$ cat config.mk
export PLATFORM = sky130hd
export DESIGN_NAME = vector_mac_top
export DESIGN_NICKNAME = d
export VERILOG_FILES = /design/src/hdl/vector_mac_pkg.sv /design/src/hdl/integer_multiplier.sv /design/src/hdl/integer_accumulator.sv /design/src/hdl/mac_controller.sv /design/src/hdl/axil_mac_regs.sv /design/src/hdl/vector_mac_top.sv
export VERILOG_INCLUDE_DIRS = /design/src /design/src/include
export SDC_FILE = /design/constraint.sdc
export NUM_CORES = 2
export LEC_CHECK = 0
export ABC_AREA = 1
export BUFFER_PORTS_ARGS = -buffer_cell sky130_fd_sc_hd__buf_2
export CAP_MARGIN = 30
export CORE_AREA = 4 4 407 329
export CTS_BUF_LIST = sky130_fd_sc_hd__clkbuf_2
export DETAILED_ROUTE_END_ITERATION = 8
export DIE_AREA = 0 0 411 333
export SYNTH_ARGS = -nofsm -noshare
export SYNTH_HDL_FRONTEND = slang
export SYNTH_HIERARCHICAL = 1
export SYNTH_SLANG_ARGS = --single-unit
export TNS_END_PERCENT = 100
$ cat constraint.sdc
create_clock -name clk_i -period 16.2 [get_ports clk_i]
set_clock_uncertainty 0.15 [all_clocks]
set_input_delay 0.81 -clock clk_i [delete_from_list [all_inputs] [get_ports clk_i]]
set_output_delay 0.81 -clock clk_i [all_outputs]
set_load 0.1 [all_outputs]
$ cat src/include/vector_mac_macros.svh
/* Register map and widths of the MAC unit. Offsets are byte addresses
   on a 5-bit bus, word aligned. */
`ifndef VECTOR_MAC_MACROS_SVH
`define VECTOR_MAC_MACROS_SVH

// Data path and bus widths
`define VMAC_DATA_W      32
`define VMAC_ADDR_W      5

// Register offsets
`define VMAC_REG_OPA     5'h00
`define VMAC_REG_OPB     5'h04
`define VMAC_REG_ACC     5'h08
`define VMAC_REG_CTRL    5'h0C
`define VMAC_REG_STATUS  5'h10

// Q31 saturation limits and the only AXI response used
`define VMAC_Q31_MAX     32'h7FFFFFFF
`define VMAC_Q31_MIN     32'h80000000
`define VMAC_RESP_OKAY   2'b00

`endif

$ cat src/hdl/vector_mac_pkg.sv
/* Types shared by the MAC blocks. Needs include/ on the include path
   for the width macros. */
`default_nettype none

`include "vector_mac_macros.svh"

package vector_mac_pkg;

    // Q31 data word, also used for raw register contents
    typedef logic [`VMAC_DATA_W-1:0] q31_t;

    // Doubled product window, bits 64 down to 16 of the 65-bit result
    typedef logic [64:16] imul_result_t;

    // Byte address on the register bus
    typedef logic [`VMAC_ADDR_W-1:0] axil_addr_t;

    // Operation code, the unused value 3 behaves as MUL32X32
    typedef enum logic [1:0] {
        MUL32X32 = 2'd0,
        MUL32X16 = 2'd1,
        SAT63    = 2'd2
    } iacc_uops_t;

    // Controller sequence, one operation at a time
    typedef enum logic [1:0] {
        IDLE,
        MULTIPLY,
        ACCUMULATE
    } mac_state_t;

    // Command from the register block, start is a single-cycle pulse
    typedef struct packed {
        logic       start;
        iacc_uops_t op;
        q31_t       operand_a;
        q31_t       operand_b;
    } mac_cmd_t;

    // Live state of the controller, read back over the bus
    typedef struct packed {
        logic busy;
        logic overflow;
        q31_t acc;
    } mac_status_t;

endpackage : vector_mac_pkg

`default_nettype wire

$ cat src/hdl/integer_multiplier.sv
/* Signed multiplier with one register stage. Operands must be stable
   in the capture cycle, no rounding is applied. */
`timescale 1ns/100ps
`default_nettype none

`include "vector_mac_macros.svh"

module integer_multiplier import vector_mac_pkg::*; (
    input  logic         clk_i,
    input  logic         rst_i,
    input  logic         capture_i,
    input  iacc_uops_t   operation_i,
    input  q31_t         operand_a_i,
    input  q31_t         operand_b_i,
    output imul_result_t imul_result_o
);

    // --------------------
    // Operand selection
    // --------------------

    logic signed [`VMAC_DATA_W-1:0]   mul_a;
    logic signed [`VMAC_DATA_W-1:0]   mul_b;
    logic signed [2*`VMAC_DATA_W-1:0] product;
    logic        [2*`VMAC_DATA_W:0]   product_x2;
    imul_result_t                     imul_result_q;

    always_comb begin
        mul_a = operand_a_i;
        // For the 32x16 mode only the low half of B counts, taken as Q15
        if (operation_i == MUL32X16) begin
            mul_b = {{16{operand_b_i[15]}}, operand_b_i[15:0]};
        end else begin
            mul_b = operand_b_i;
        end
    end

    // Full signed product, exact in 64 bits
    assign product = mul_a * mul_b;

    // Doubling drops the redundant sign bit of a Q31 x Q31 product
    // The Q31 result of the 32x32 case then sits in bits 63 to 32
    // A Q15 multiplier leaves its Q31 result in bits 47 to 16 instead
    assign product_x2 = {product, 1'b0};

    // --------------------
    // Result register
    // --------------------

    always_ff @(posedge clk_i) begin
        if (rst_i) begin
            imul_result_q <= '0;
        end else if (capture_i) begin
            imul_result_q <= product_x2[64:16];
        end
    end

    assign imul_result_o = imul_result_q;

endmodule : integer_multiplier

`default_nettype wire

$ cat src/hdl/integer_accumulator.sv
/* Combinational Q31 accumulate with saturation. The product window is
   truncated, never rounded. */
`timescale 1ns/100ps
`default_nettype none

`include "vector_mac_macros.svh"

module integer_accumulator import vector_mac_pkg::*; (
    // Current accumulator contents
    input  q31_t         reg_accumulator_i,
    // Doubled product window from the multiplier
    input  imul_result_t imul_result_i,
    // Operation in progress
    input  iacc_uops_t   operation_i,
    // Saturated result
    output q31_t         result_o,
    // Set when the result was clamped
    output logic         overflow_flag_o
);

    // --------------------
    // Adder
    // --------------------

    q31_t                  addend_a;
    q31_t                  addend_b;
    logic [`VMAC_DATA_W:0] sum;

    always_comb begin
        case (operation_i)
            MUL32X16: begin
                addend_a = reg_accumulator_i;
                addend_b = imul_result_i[47:16];
            end
            SAT63: begin
                // The adder is unused, the product goes straight through
                addend_a = '0;
                addend_b = '0;
            end
            default: begin
                // MUL32X32 and the spare code 3
                addend_a = reg_accumulator_i;
                addend_b = imul_result_i[63:32];
            end
        endcase
    end

    // Both addends are sign extended, so bit 32 holds the true sign
    assign sum = {addend_a[`VMAC_DATA_W-1], addend_a} + {addend_b[`VMAC_DATA_W-1], addend_b};

    // --------------------
    // Saturation
    // --------------------

    always_comb begin
        if (operation_i == SAT63) begin
            // Only -1.0 * -1.0 reaches here, bits 64 and 63 then differ
            if (imul_result_i[64] ^ imul_result_i[63]) begin
                result_o        = imul_result_i[64] ? `VMAC_Q31_MIN : `VMAC_Q31_MAX;
                overflow_flag_o = 1'b1;
            end else begin
                result_o        = imul_result_i[63:32];
                overflow_flag_o = 1'b0;
            end
        end else begin
            // A sign bit that disagrees with the MSB means the sum left Q31
            if (sum[`VMAC_DATA_W] ^ sum[`VMAC_DATA_W-1]) begin
                // The true sign picks the side to clamp to
                result_o        = sum[`VMAC_DATA_W] ? `VMAC_Q31_MIN : `VMAC_Q31_MAX;
                overflow_flag_o = 1'b1;
            end else begin
                result_o        = sum[`VMAC_DATA_W-1:0];
                overflow_flag_o = 1'b0;
            end
        end
    end

endmodule : integer_accumulator

`default_nettype wire

$ cat src/hdl/mac_controller.sv
/* Sequences one MAC operation at a time, busy for two cycles. Loads
   and overflow clears arriving while busy are dropped. */
`timescale 1ns/100ps
`default_nettype none

module mac_controller import vector_mac_pkg::*; (
    input  logic        clk_i,
    input  logic        rst_i,
    input  mac_cmd_t    cmd_i,
    input  logic        acc_load_i,
    input  q31_t        acc_load_data_i,
    input  logic        ovf_clear_i,
    input  q31_t        acc_result_i,
    input  logic        acc_overflow_i,
    output logic        mul_capture_o,
    output iacc_uops_t  mul_op_o,
    output mac_status_t status_o
);

    mac_state_t state_q;
    mac_state_t state_d;
    iacc_uops_t op_q;
    q31_t       acc_q;
    logic       ovf_q;

    // --------------------
    // FSM
    // --------------------

    always_comb begin
        state_d = state_q;
        case (state_q)
            IDLE: begin
                if (cmd_i.start) begin
                    state_d = MULTIPLY;
                end
            end
            // The multiplier registers the product at the end of this state
            MULTIPLY:   state_d = ACCUMULATE;
            ACCUMULATE: state_d = IDLE;
            default:    state_d = IDLE;
        endcase
    end

    always_ff @(posedge clk_i) begin
        if (rst_i) begin
            state_q <= IDLE;
            op_q    <= MUL32X32;
        end else begin
            state_q <= state_d;
            // The op stays latched until the next start
            if (state_q == IDLE && cmd_i.start) begin
                op_q <= cmd_i.op;
            end
        end
    end

    // --------------------
    // Accumulator and flag
    // --------------------

    always_ff @(posedge clk_i) begin
        if (rst_i) begin
            acc_q <= '0;
            ovf_q <= 1'b0;
        end else if (state_q == ACCUMULATE) begin
            acc_q <= acc_result_i;
            // Sticky until software writes a clear
            ovf_q <= ovf_q | acc_overflow_i;
        end else if (state_q == IDLE) begin
            if (acc_load_i) begin
                acc_q <= acc_load_data_i;
            end
            if (ovf_clear_i) begin
                ovf_q <= 1'b0;
            end
        end
    end

    assign mul_capture_o     = (state_q == MULTIPLY);
    assign mul_op_o          = op_q;
    assign status_o.busy     = (state_q != IDLE);
    assign status_o.overflow = ovf_q;
    assign status_o.acc      = acc_q;

endmodule : mac_controller

`default_nettype wire

$ cat src/hdl/axil_mac_regs.sv
/* AXI4-Lite register slave, OKAY responses only and no byte strobes.
   Every write is stalled while an operation is pending or running. */
`timescale 1ns/100ps
`default_nettype none

`include "vector_mac_macros.svh"

module axil_mac_regs import vector_mac_pkg::*; (
    input  logic        clk_i,
    input  logic        rst_i,
    // Write address and data
    input  logic        awvalid_i,
    output logic        awready_o,
    input  axil_addr_t  awaddr_i,
    input  logic        wvalid_i,
    output logic        wready_o,
    input  q31_t        wdata_i,
    // Write response
    output logic        bvalid_o,
    input  logic        bready_i,
    output logic [1:0]  bresp_o,
    // Read address and data
    input  logic        arvalid_i,
    output logic        arready_o,
    input  axil_addr_t  araddr_i,
    output logic        rvalid_o,
    input  logic        rready_i,
    output q31_t        rdata_o,
    output logic [1:0]  rresp_o,
    // Controller side
    input  mac_status_t status_i,
    output mac_cmd_t    cmd_o,
    output logic        acc_load_o,
    output q31_t        acc_load_data_o,
    output logic        ovf_clear_o
);

    logic       aw_done_q, w_done_q, bvalid_q, rvalid_q;
    axil_addr_t awaddr_q;
    q31_t       wdata_q, rdata_q, rd_mux;
    logic       write_stall, aw_hs, w_hs, ar_hs, wr_fire;
    axil_addr_t wr_addr;
    q31_t       wr_data;
    q31_t       opa_q, opb_q, load_data_q;
    iacc_uops_t op_q;
    logic       start_q, load_q, clear_q;

    // --------------------
    // Write channels
    // --------------------

    // The operands feed the multiplier directly, so no register may change
    // until the controller is back in IDLE
    assign write_stall = status_i.busy | start_q;
    assign awready_o   = ~aw_done_q & ~bvalid_q & ~write_stall;
    assign wready_o    = ~w_done_q & ~bvalid_q & ~write_stall;
    assign aw_hs       = awvalid_i & awready_o;
    assign w_hs        = wvalid_i & wready_o;

    // Address and data may arrive in either order, the half that came
    // first is held until the other one completes
    assign wr_addr = aw_done_q ? awaddr_q : awaddr_i;
    assign wr_data = w_done_q ? wdata_q : wdata_i;
    assign wr_fire = (aw_hs | aw_done_q) & (w_hs | w_done_q);

    always_ff @(posedge clk_i) begin
        if (rst_i) begin
            aw_done_q <= 1'b0;
            w_done_q  <= 1'b0;
            bvalid_q  <= 1'b0;
        end else begin
            if (wr_fire) begin
                aw_done_q <= 1'b0;
                w_done_q  <= 1'b0;
            end else begin
                if (aw_hs) aw_done_q <= 1'b1;
                if (w_hs)  w_done_q  <= 1'b1;
            end
            if (wr_fire) begin
                bvalid_q <= 1'b1;
            end else if (bready_i) begin
                bvalid_q <= 1'b0;
            end
        end
    end

    always_ff @(posedge clk_i) begin
        if (aw_hs) awaddr_q <= awaddr_i;
        if (w_hs)  wdata_q  <= wdata_i;
        if (wr_fire && wr_addr == `VMAC_REG_ACC) load_data_q <= wr_data;
    end

    // --------------------
    // Register decode
    // --------------------

    always_ff @(posedge clk_i) begin
        if (rst_i) begin
            opa_q   <= '0;
            opb_q   <= '0;
            op_q    <= MUL32X32;
            start_q <= 1'b0;
            load_q  <= 1'b0;
            clear_q <= 1'b0;
        end else begin
            // Start, load and clear are single-cycle pulses
            start_q <= 1'b0;
            load_q  <= 1'b0;
            clear_q <= 1'b0;
            if (wr_fire) begin
                case (wr_addr)
                    `VMAC_REG_OPA:    opa_q <= wr_data;
                    `VMAC_REG_OPB:    opb_q <= wr_data;
                    `VMAC_REG_ACC:    load_q <= 1'b1;
                    `VMAC_REG_CTRL: begin
                        op_q    <= iacc_uops_t'(wr_data[1:0]);
                        start_q <= 1'b1;
                    end
                    `VMAC_REG_STATUS: clear_q <= wr_data[1];
                    default: ;
                endcase
            end
        end
    end

    // --------------------
    // Read channel
    // --------------------

    assign arready_o = ~rvalid_q;
    assign ar_hs     = arvalid_i & arready_o;

    always_comb begin
        case (araddr_i)
            `VMAC_REG_OPA:    rd_mux = opa_q;
            `VMAC_REG_OPB:    rd_mux = opb_q;
            `VMAC_REG_ACC:    rd_mux = status_i.acc;
            `VMAC_REG_CTRL:   rd_mux = {{(`VMAC_DATA_W-2){1'b0}}, op_q};
            `VMAC_REG_STATUS: rd_mux = {{(`VMAC_DATA_W-2){1'b0}}, status_i.overflow, status_i.busy};
            default:          rd_mux = '0;
        endcase
    end

    always_ff @(posedge clk_i) begin
        if (rst_i) begin
            rvalid_q <= 1'b0;
        end else if (ar_hs) begin
            rvalid_q <= 1'b1;
        end else if (rready_i) begin
            rvalid_q <= 1'b0;
        end
    end

    // Read data is sampled at the address handshake
    always_ff @(posedge clk_i) begin
        if (ar_hs) rdata_q <= rd_mux;
    end

    assign bvalid_o        = bvalid_q;
    assign bresp_o         = `VMAC_RESP_OKAY;
    assign rvalid_o        = rvalid_q;
    assign rdata_o         = rdata_q;
    assign rresp_o         = `VMAC_RESP_OKAY;
    assign cmd_o           = '{start: start_q, op: op_q, operand_a: opa_q, operand_b: opb_q};
    assign acc_load_o      = load_q;
    assign acc_load_data_o = load_data_q;
    assign ovf_clear_o     = clear_q;

endmodule : axil_mac_regs

`default_nettype wire

$ cat src/hdl/vector_mac_top.sv
/* Single-lane Q31 MAC behind an AXI4-Lite slave. Poll STATUS busy
   after a start, a new start is held off until it clears. */
`timescale 1ns/100ps
`default_nettype none

module vector_mac_top import vector_mac_pkg::*; (
    input  logic       clk_i,
    input  logic       rst_i,
    input  logic       awvalid_i,
    output logic       awready_o,
    input  axil_addr_t awaddr_i,
    input  logic       wvalid_i,
    output logic       wready_o,
    input  q31_t       wdata_i,
    output logic       bvalid_o,
    input  logic       bready_i,
    output logic [1:0] bresp_o,
    input  logic       arvalid_i,
    output logic       arready_o,
    input  axil_addr_t araddr_i,
    output logic       rvalid_o,
    input  logic       rready_i,
    output q31_t       rdata_o,
    output logic [1:0] rresp_o
);

    mac_cmd_t     cmd;
    mac_status_t  status;
    logic         acc_load, ovf_clear, mul_capture, acc_overflow;
    q31_t         acc_load_data, acc_result;
    iacc_uops_t   mul_op;
    imul_result_t imul_result;

    // --------------------
    // Bus side
    // --------------------

    axil_mac_regs axil_mac_regs_i (
        .clk_i, .rst_i,
        .awvalid_i, .awready_o, .awaddr_i, .wvalid_i, .wready_o, .wdata_i,
        .bvalid_o, .bready_i, .bresp_o,
        .arvalid_i, .arready_o, .araddr_i, .rvalid_o, .rready_i, .rdata_o, .rresp_o,
        .status_i (status), .cmd_o (cmd),
        .acc_load_o (acc_load), .acc_load_data_o (acc_load_data), .ovf_clear_o (ovf_clear)
    );

    // --------------------
    // Data path
    // --------------------

    mac_controller mac_controller_i (
        .clk_i, .rst_i, .cmd_i (cmd),
        .acc_load_i (acc_load), .acc_load_data_i (acc_load_data), .ovf_clear_i (ovf_clear),
        .acc_result_i (acc_result), .acc_overflow_i (acc_overflow),
        .mul_capture_o (mul_capture), .mul_op_o (mul_op), .status_o (status)
    );

    // Operands come straight from the command, they are frozen while busy
    integer_multiplier integer_multiplier_i (
        .clk_i, .rst_i, .capture_i (mul_capture), .operation_i (mul_op),
        .operand_a_i (cmd.operand_a), .operand_b_i (cmd.operand_b),
        .imul_result_o (imul_result)
    );

    integer_accumulator integer_accumulator_i (
        .reg_accumulator_i (status.acc), .imul_result_i (imul_result),
        .operation_i (mul_op), .result_o (acc_result), .overflow_flag_o (acc_overflow)
    );

endmodule : vector_mac_top

`default_nettype wire

# Word-level counts from Yosys, hierarchy flattened
# Index checks and enable logic that the tools add are counted.
[word_totals]
regBits = 260
input_bits = 49
output_inout_bits = 41
elab_cells = 102
[classes]
addsub = 1
multipliers = 1
eq_ne = 13
muxes = 28
n_bitwise = 21
n_reduce_logical = 19
[op_table]
columns = ["operator", "n"]
rows = [
  ["32-bit two-way mux", 11],
  ["32-bit one-hot mux with 5 select lines", 1],
  ["32-bit by 32-bit multiplier with 64-bit output", 1],
  ["32-bit one-hot mux with 2 select lines", 1],
  ["32-bit by 32-bit adder with 33-bit output", 1],
  ["5-bit by 4-bit equality test with 1-bit output, second input constant", 4],
  ["1-bit two-way mux", 12],
  ["2-bit nonzero test", 6],
  ["5-bit by 3-bit equality test with 1-bit output, second input constant", 2],
  ["5-bit equality test, second input constant", 2],
  ["5-bit zero test", 2],
  ["2-bit AND reduction", 5],
  ["1-bit bitwise AND", 8],
  ["1-bit NOT", 7],
  ["5-bit two-way mux", 1],
  ["2-bit by 1-bit equality test with 1-bit output, second input constant", 2],
  ["2-bit equality test, second input constant", 2],
  ["1-bit bitwise OR", 4],
  ["2-bit one-hot mux with 2 select lines", 1],
  ["2-bit OR reduction", 2],
  ["3-bit OR reduction", 1],
  ["1-bit logical AND", 2],
  ["2-bit zero test", 1],
  ["2-bit two-way mux", 1],
  ["other kinds (2)", 3],
]

# Logic depth before layout (Yosys ltp)
[logic_depth]
ltp_word = 9
depth_mapped = 39
mapped_depth_nobuf = 37

# Modules after synthesis
# Netlist, hierarchy kept.
[modules_own_cells]
columns = ["module", "n_inst", "cells_each", "area_per_inst_um2", "seq_area_each_um2"]
rows = [
  ["integer_multiplier", 1, 4889, 39008.7, 980.9],
  ["axil_mac_regs", 1, 781, 7209.4, 4494.3],
  ["integer_accumulator", 1, 720, 3523.4, 0.0],
  ["mac_controller", 1, 305, 1915.6, 740.7],
]

# Worst setup path before layout
# Ideal clock, no wire load.
[synth_path]
path_type = "register to register"
startpoint = "register mac_controller_i.op_q[0], in the netlist mac_controller_i/mul_op_o[0]"
endpoint = "register integer_multiplier_i.imul_result_q[40], in the netlist integer_multiplier_i/imul_result_o[40]"
setup_ns = 0.114
arrival_time_ns = 7.277
required_time_ns = 15.936
slack_ns = 8.659
path_stages_with_launch = 32
path_buffers = 2
synth_period_minus_slack_ns = 7.541
path_cell_list = "dfxtp_1 > inv_1 > nor2_1 > clkbuf_1 > or2_2 > nand2_2 > inv_2 > buf_2 > nand2_1 > fa_1 > inv_1 > fa_1 > fa_1 > fa_1 > fa_1 > fa_1 > inv_1 > fa_1 > inv_1 > fa_1 > ha_1 > nand2_1 > nor2_1 > inv_1 > nor2_1 > nand2_1 > nor4_1 > nand2_1 > nand2_1 > nor2_1 > o21bai_1 > inv_1"
[synth_between]
elab_chain_len = 3
[synth_lines]
columns = ["item", "line_no", "text"]
rows = [
  ["from (decl)", "mac_controller.sv:22", "iacc_uops_t op_q;"],
  ["from (signal assigned)", "mac_controller.sv:53", "op_q <= cmd_i.op;"],
  ["2-bit by 1-bit equality test with 1-bit output", "integer_multiplier.sv:31", "if (operation_i == MUL32X16) begin"],
  ["32-bit two-way mux", "integer_multiplier.sv:31", ""],
  ["32-bit by 32-bit multiplier with 64-bit output", "integer_multiplier.sv:39", "assign product = mul_a * mul_b;"],
  ["to (signal assigned)", "integer_multiplier.sv:54", "imul_result_q <= product_x2[64:16];"],
  ["to (decl)", "integer_multiplier.sv:26", "imul_result_t imul_result_q;"],
]
# No other way between the ends.
# A chain may end at the register's enable or synchronous reset.

# Final worst setup path
[layout_path]
startpoint = "register mac_controller_i.op_q[0], in the netlist mac_controller_i/mul_op_o[0]"
endpoint = "register integer_multiplier_i.imul_result_q[35], in the netlist integer_multiplier_i/imul_result_o[35]"
# The elaborated chain is that of the path after synthesis.

==> results by group <==
Routing
  • Met1 wire length: 80.8 mm
  • DR top layer: met4
  • Met3 routed WL: 20.1 mm
  • DR pass1 iterations: 9
  • Drt initial violations: 4138
  • Vias per inst: 5.11
  • Routed length on met2: 77.1 mm
  • Final WL: 184 mm
  • DR WL/cell: 21.6 um
  • Vias: 43500
  • ANT nets after route: 0
  • DRC viols: 0

Floorplanning
  • Row count: 118
  • Die Area: 137000 um2
  • IO Pins: 90
  • Die Ht: 333 um
  • Core Box Area: 129000 um2
  • Die X: 411 um
  • Initial Util: 40.0%

Timing
  • Worst Slack Setup Final: 5.79 ns
  • Tmin final: 10.41 ns
  • Setup TNS: 0 ns
  • Slew @ Worst Pin: 1.01 ns
  • Final hold vios: 0
  • Setup violators final: 0
  • Crit share post-route: 64.2%
  • Achievable Freq: 96.1 MHz
  • RSZ-0062 raised after global routing: no
  • Max Slew Vio Count: 0
  • Hold slack: 0.120 ns
  • Slew HR: 33.0%

Synthesis
  • Combinational family with the most area after synthesis: adder cells
  • EDFF count, synth: 101
  • Synth top area share: 41.9%
  • Top cells by area, synth: fa_1 42%, inv_1 12%, nand2_1 12%, dfxtp_1 6.2%, edfxtp_1 5.9%
  • Multiplexer share of the synthesized area: 0%
  • Compound-Gate Fraction of Synth Area: 4.35%
  • Most numerous cell in the Yosys netlist: inv_1
  • Avg Inst Size Synth: 7.72 um2
  • Async set-reset flop share out of synthesis: 0%
  • Seq/Total Area, Yosys: 12.0%
  • Synth area leader: fa_1
  • Synth Area in XOR/XNOR: 0.695%
  • Mapped Area: 51700 um2
  • Commonest cells in the netlist: 1662 x inv_1, 1660 x nand2_1, 1082 x fa_1
  • Synthesis warning total: 6
  • Syn Inst Count: 6695
  • Synthesized flop and latch total: 260
  • Ys flop type: dfxtp_1
  • Synth cell types: 47
  • Post-synthesis adder-cell area fraction: 47.2%
  • Area share of and/or/nand/nor cells after synthesis: 21.1%

Worst setup path
  • CP required: 16.90 ns
  • Critical-path maximum fanout: 22
  • Largest stage delay, worst path: 0.89 ns
  • Reg2Reg Depth: 29
  • Worst EP arrival: 11.11 ns
  • Crit path kind: flip-flop to flip-flop
  • Flop2flop setup slack: 5.79 ns
  • R2r startpoint: mac_controller_i/mul_op_o[0]
  • Reg2Reg Capture Point: integer_multiplier_i/imul_result_o[35]
  • Startpoint types: flip-flop
  • Critical Path End Type: flip-flop
  • Slowest cell on the critical path: nand2_1

Place
  • Gpl congestion: 0.989
  • Hpwl dp: 147 mm
  • Place WS: 6.09 ns
  • Post-placement cell count: 8336
  • IO Port Bufs: 85

Finish
  • Fin util: 42.5%
  • Cell Count, Final, Fillers Out: 8514
  • Nets: 8061
  • Layout cells sized above 1: 6.16%
  • Area Overhead vs Synth: 6.23%

Clock network
  • Clock Sinks: 260
  • Clock Tree Root: clkbuf_2
  • CTS Buf Count: 72
  • Setup Buffers After CTS: 0
  • CTS tree: built
  • Max clock buf depth: 3
  • CTS clk-pin slew, worst paths: 0.13 ns
  • Worst-Skew Late Latency: 1.06 ns
  • H-tree depth: 3

Run
  • Max Cap Viol: 0

GRT
  • Vias in the first global route: 45900
  • Largest net degree at the start of global routing: 65
  • First-pass GRT wire length: 284 mm
  • Initial antenna violation count: 2
  • Tot GR Track Use: 27.3%
  • Grt total ovfl: 0

Min path
  • Hold_sp: araddr_i[4]
  • Hold path depth: 3
  • Hold worst-path end: axil_mac_regs_i/rdata_o[0]
  • HP Class: input pin to flip-flop

Pwr
  • Pwr dens: 28.7 nW/um2
  • Lkg Pwr: 28.2 nW
  • Max rail drop VDD: 0.0000732 V

Run status
  • Status: complete, no violations
-- timing repair --
| item | in CTS | in global routing |
|---|---|---|
| hold buffers | 42 | 0 |
| gates resized for setup | 0 | 0 |
| endpoints found under the hold margin | 69 | 0 |
| setup endpoints to repair | 0 | 0 |
-- power by group --
part / internal (mW) / leakage [nW] / switching (mW)
clock: 0.184 / 0.505 / 0.323
combinational: 0.0780 / 25.4 / 0.268
sequential: 0.710 / 2.24 / 0.0136
-- cells by family (layout without fill, tap and decap cells) --
| family | count (synthesis) | count (layout) |
|---|---|---|
| other | 1 | 6 |
| AOI/OAI and AO/OA | 420 | 420 |
| and+or+nand+nor | 2715 | 2715 |
| DFF | 260 | 260 |
| buffers and inverters | 1960 | 2034 |
| xor gates and xnor gates | 41 | 41 |
| adders and majority gates | 1298 | 1298 |
-- metal layers --
metal  vias up  global-route usage, %
met4         0                   7.65
met3       306                   6.90
li1      19400                      -
met1     21700                   39.8
met5         -                      0
met2      2171                   40.3
-- worst max-delay path, delay by kind of cell (launching register included) --
kind | cells | cell delay, ns
fa+ha+maj | 9 | 4.45
buf+inv | 8 | 1.27
flops | 1 | 0.40
simple gates | 12 | 3.96
-- cells in the final DEF (no fill, tap or decap), types with 28 or more instances in the layout --
| cell | instances |
|---|---|
| buf_2 | 86 |
| a21oi_1 | 213 |
| dfxtp_1 | 159 |
| dlygate4sd3_1 | 42 |
| edfxtp_1 | 101 |
| o21ai_0 | 152 |
| clkbuf_2 | 107 |
| xor2_1 | 28 |
| nor2_1 | 684 |
| nand2_1 | 1658 |
| ha_1 | 216 |
| or2_2 | 50 |
| nand3_1 | 223 |
| buf_4 | 89 |
| inv_1 | 1662 |
| fa_1 | 1082 |
-- registers in the layout (all words and copies together) (netlist names), 2 cells and up --
name	flops
integer_multiplier_i/imul_result_o	49
axil_mac_regs_i/acc_load_data_o	32
axil_mac_regs_i/opa_q	32
axil_mac_regs_i/opb_q	32
axil_mac_regs_i/rdata_o	32
axil_mac_regs_i/wdata_q	32
mac_controller_i/acc_q	32
axil_mac_regs_i/awaddr_q	5
axil_mac_regs_i/op_q	2
mac_controller_i/mul_op_o	2
mac_controller_i/state_q	2
-- layout make-up --
cell class | count | area, um2
diodes | 2 | 5.00
clock buffers | 107 | 536
clock inverters | 25 | 135
fillers | 13400 | 74300
inverters | 1681 | 6310
multi-input cells | 4478 | 37900
flip-flops and latches | 260 | 6220
well taps | 1740 | 2180
repair buffers | 221 | 1600
-- worst max-delay path by stage --
stage	startpoint	end	slack, ns	cells after the start
detailed placement	mac_controller_i/mul_op_o[0]	integer_multiplier_i/imul_result_o[36]	6.09	31
global route	mac_controller_i/mul_op_o[0]	integer_multiplier_i/imul_result_o[36]	5.31	30
floorplan	mac_controller_i/mul_op_o[0]	integer_multiplier_i/imul_result_o[40]	8.66	31
global placement	mac_controller_i/mul_op_o[0]	integer_multiplier_i/imul_result_o[35]	6.04	29
finish	mac_controller_i/mul_op_o[0]	integer_multiplier_i/imul_result_o[35]	5.79	29
CTS	mac_controller_i/mul_op_o[0]	integer_multiplier_i/imul_result_o[35]	5.94	29
-- metrics by stage --
step,cell area [um2],total power [mW]
after global routing,54900,1.65
after detailed placement,53800,1.07
after floorplan,51700,0.943
final,54900,1.58
after global placement,53700,1.06
after CTS,54800,1.58
No activity file was read; power rests on OpenSTA's default activity.
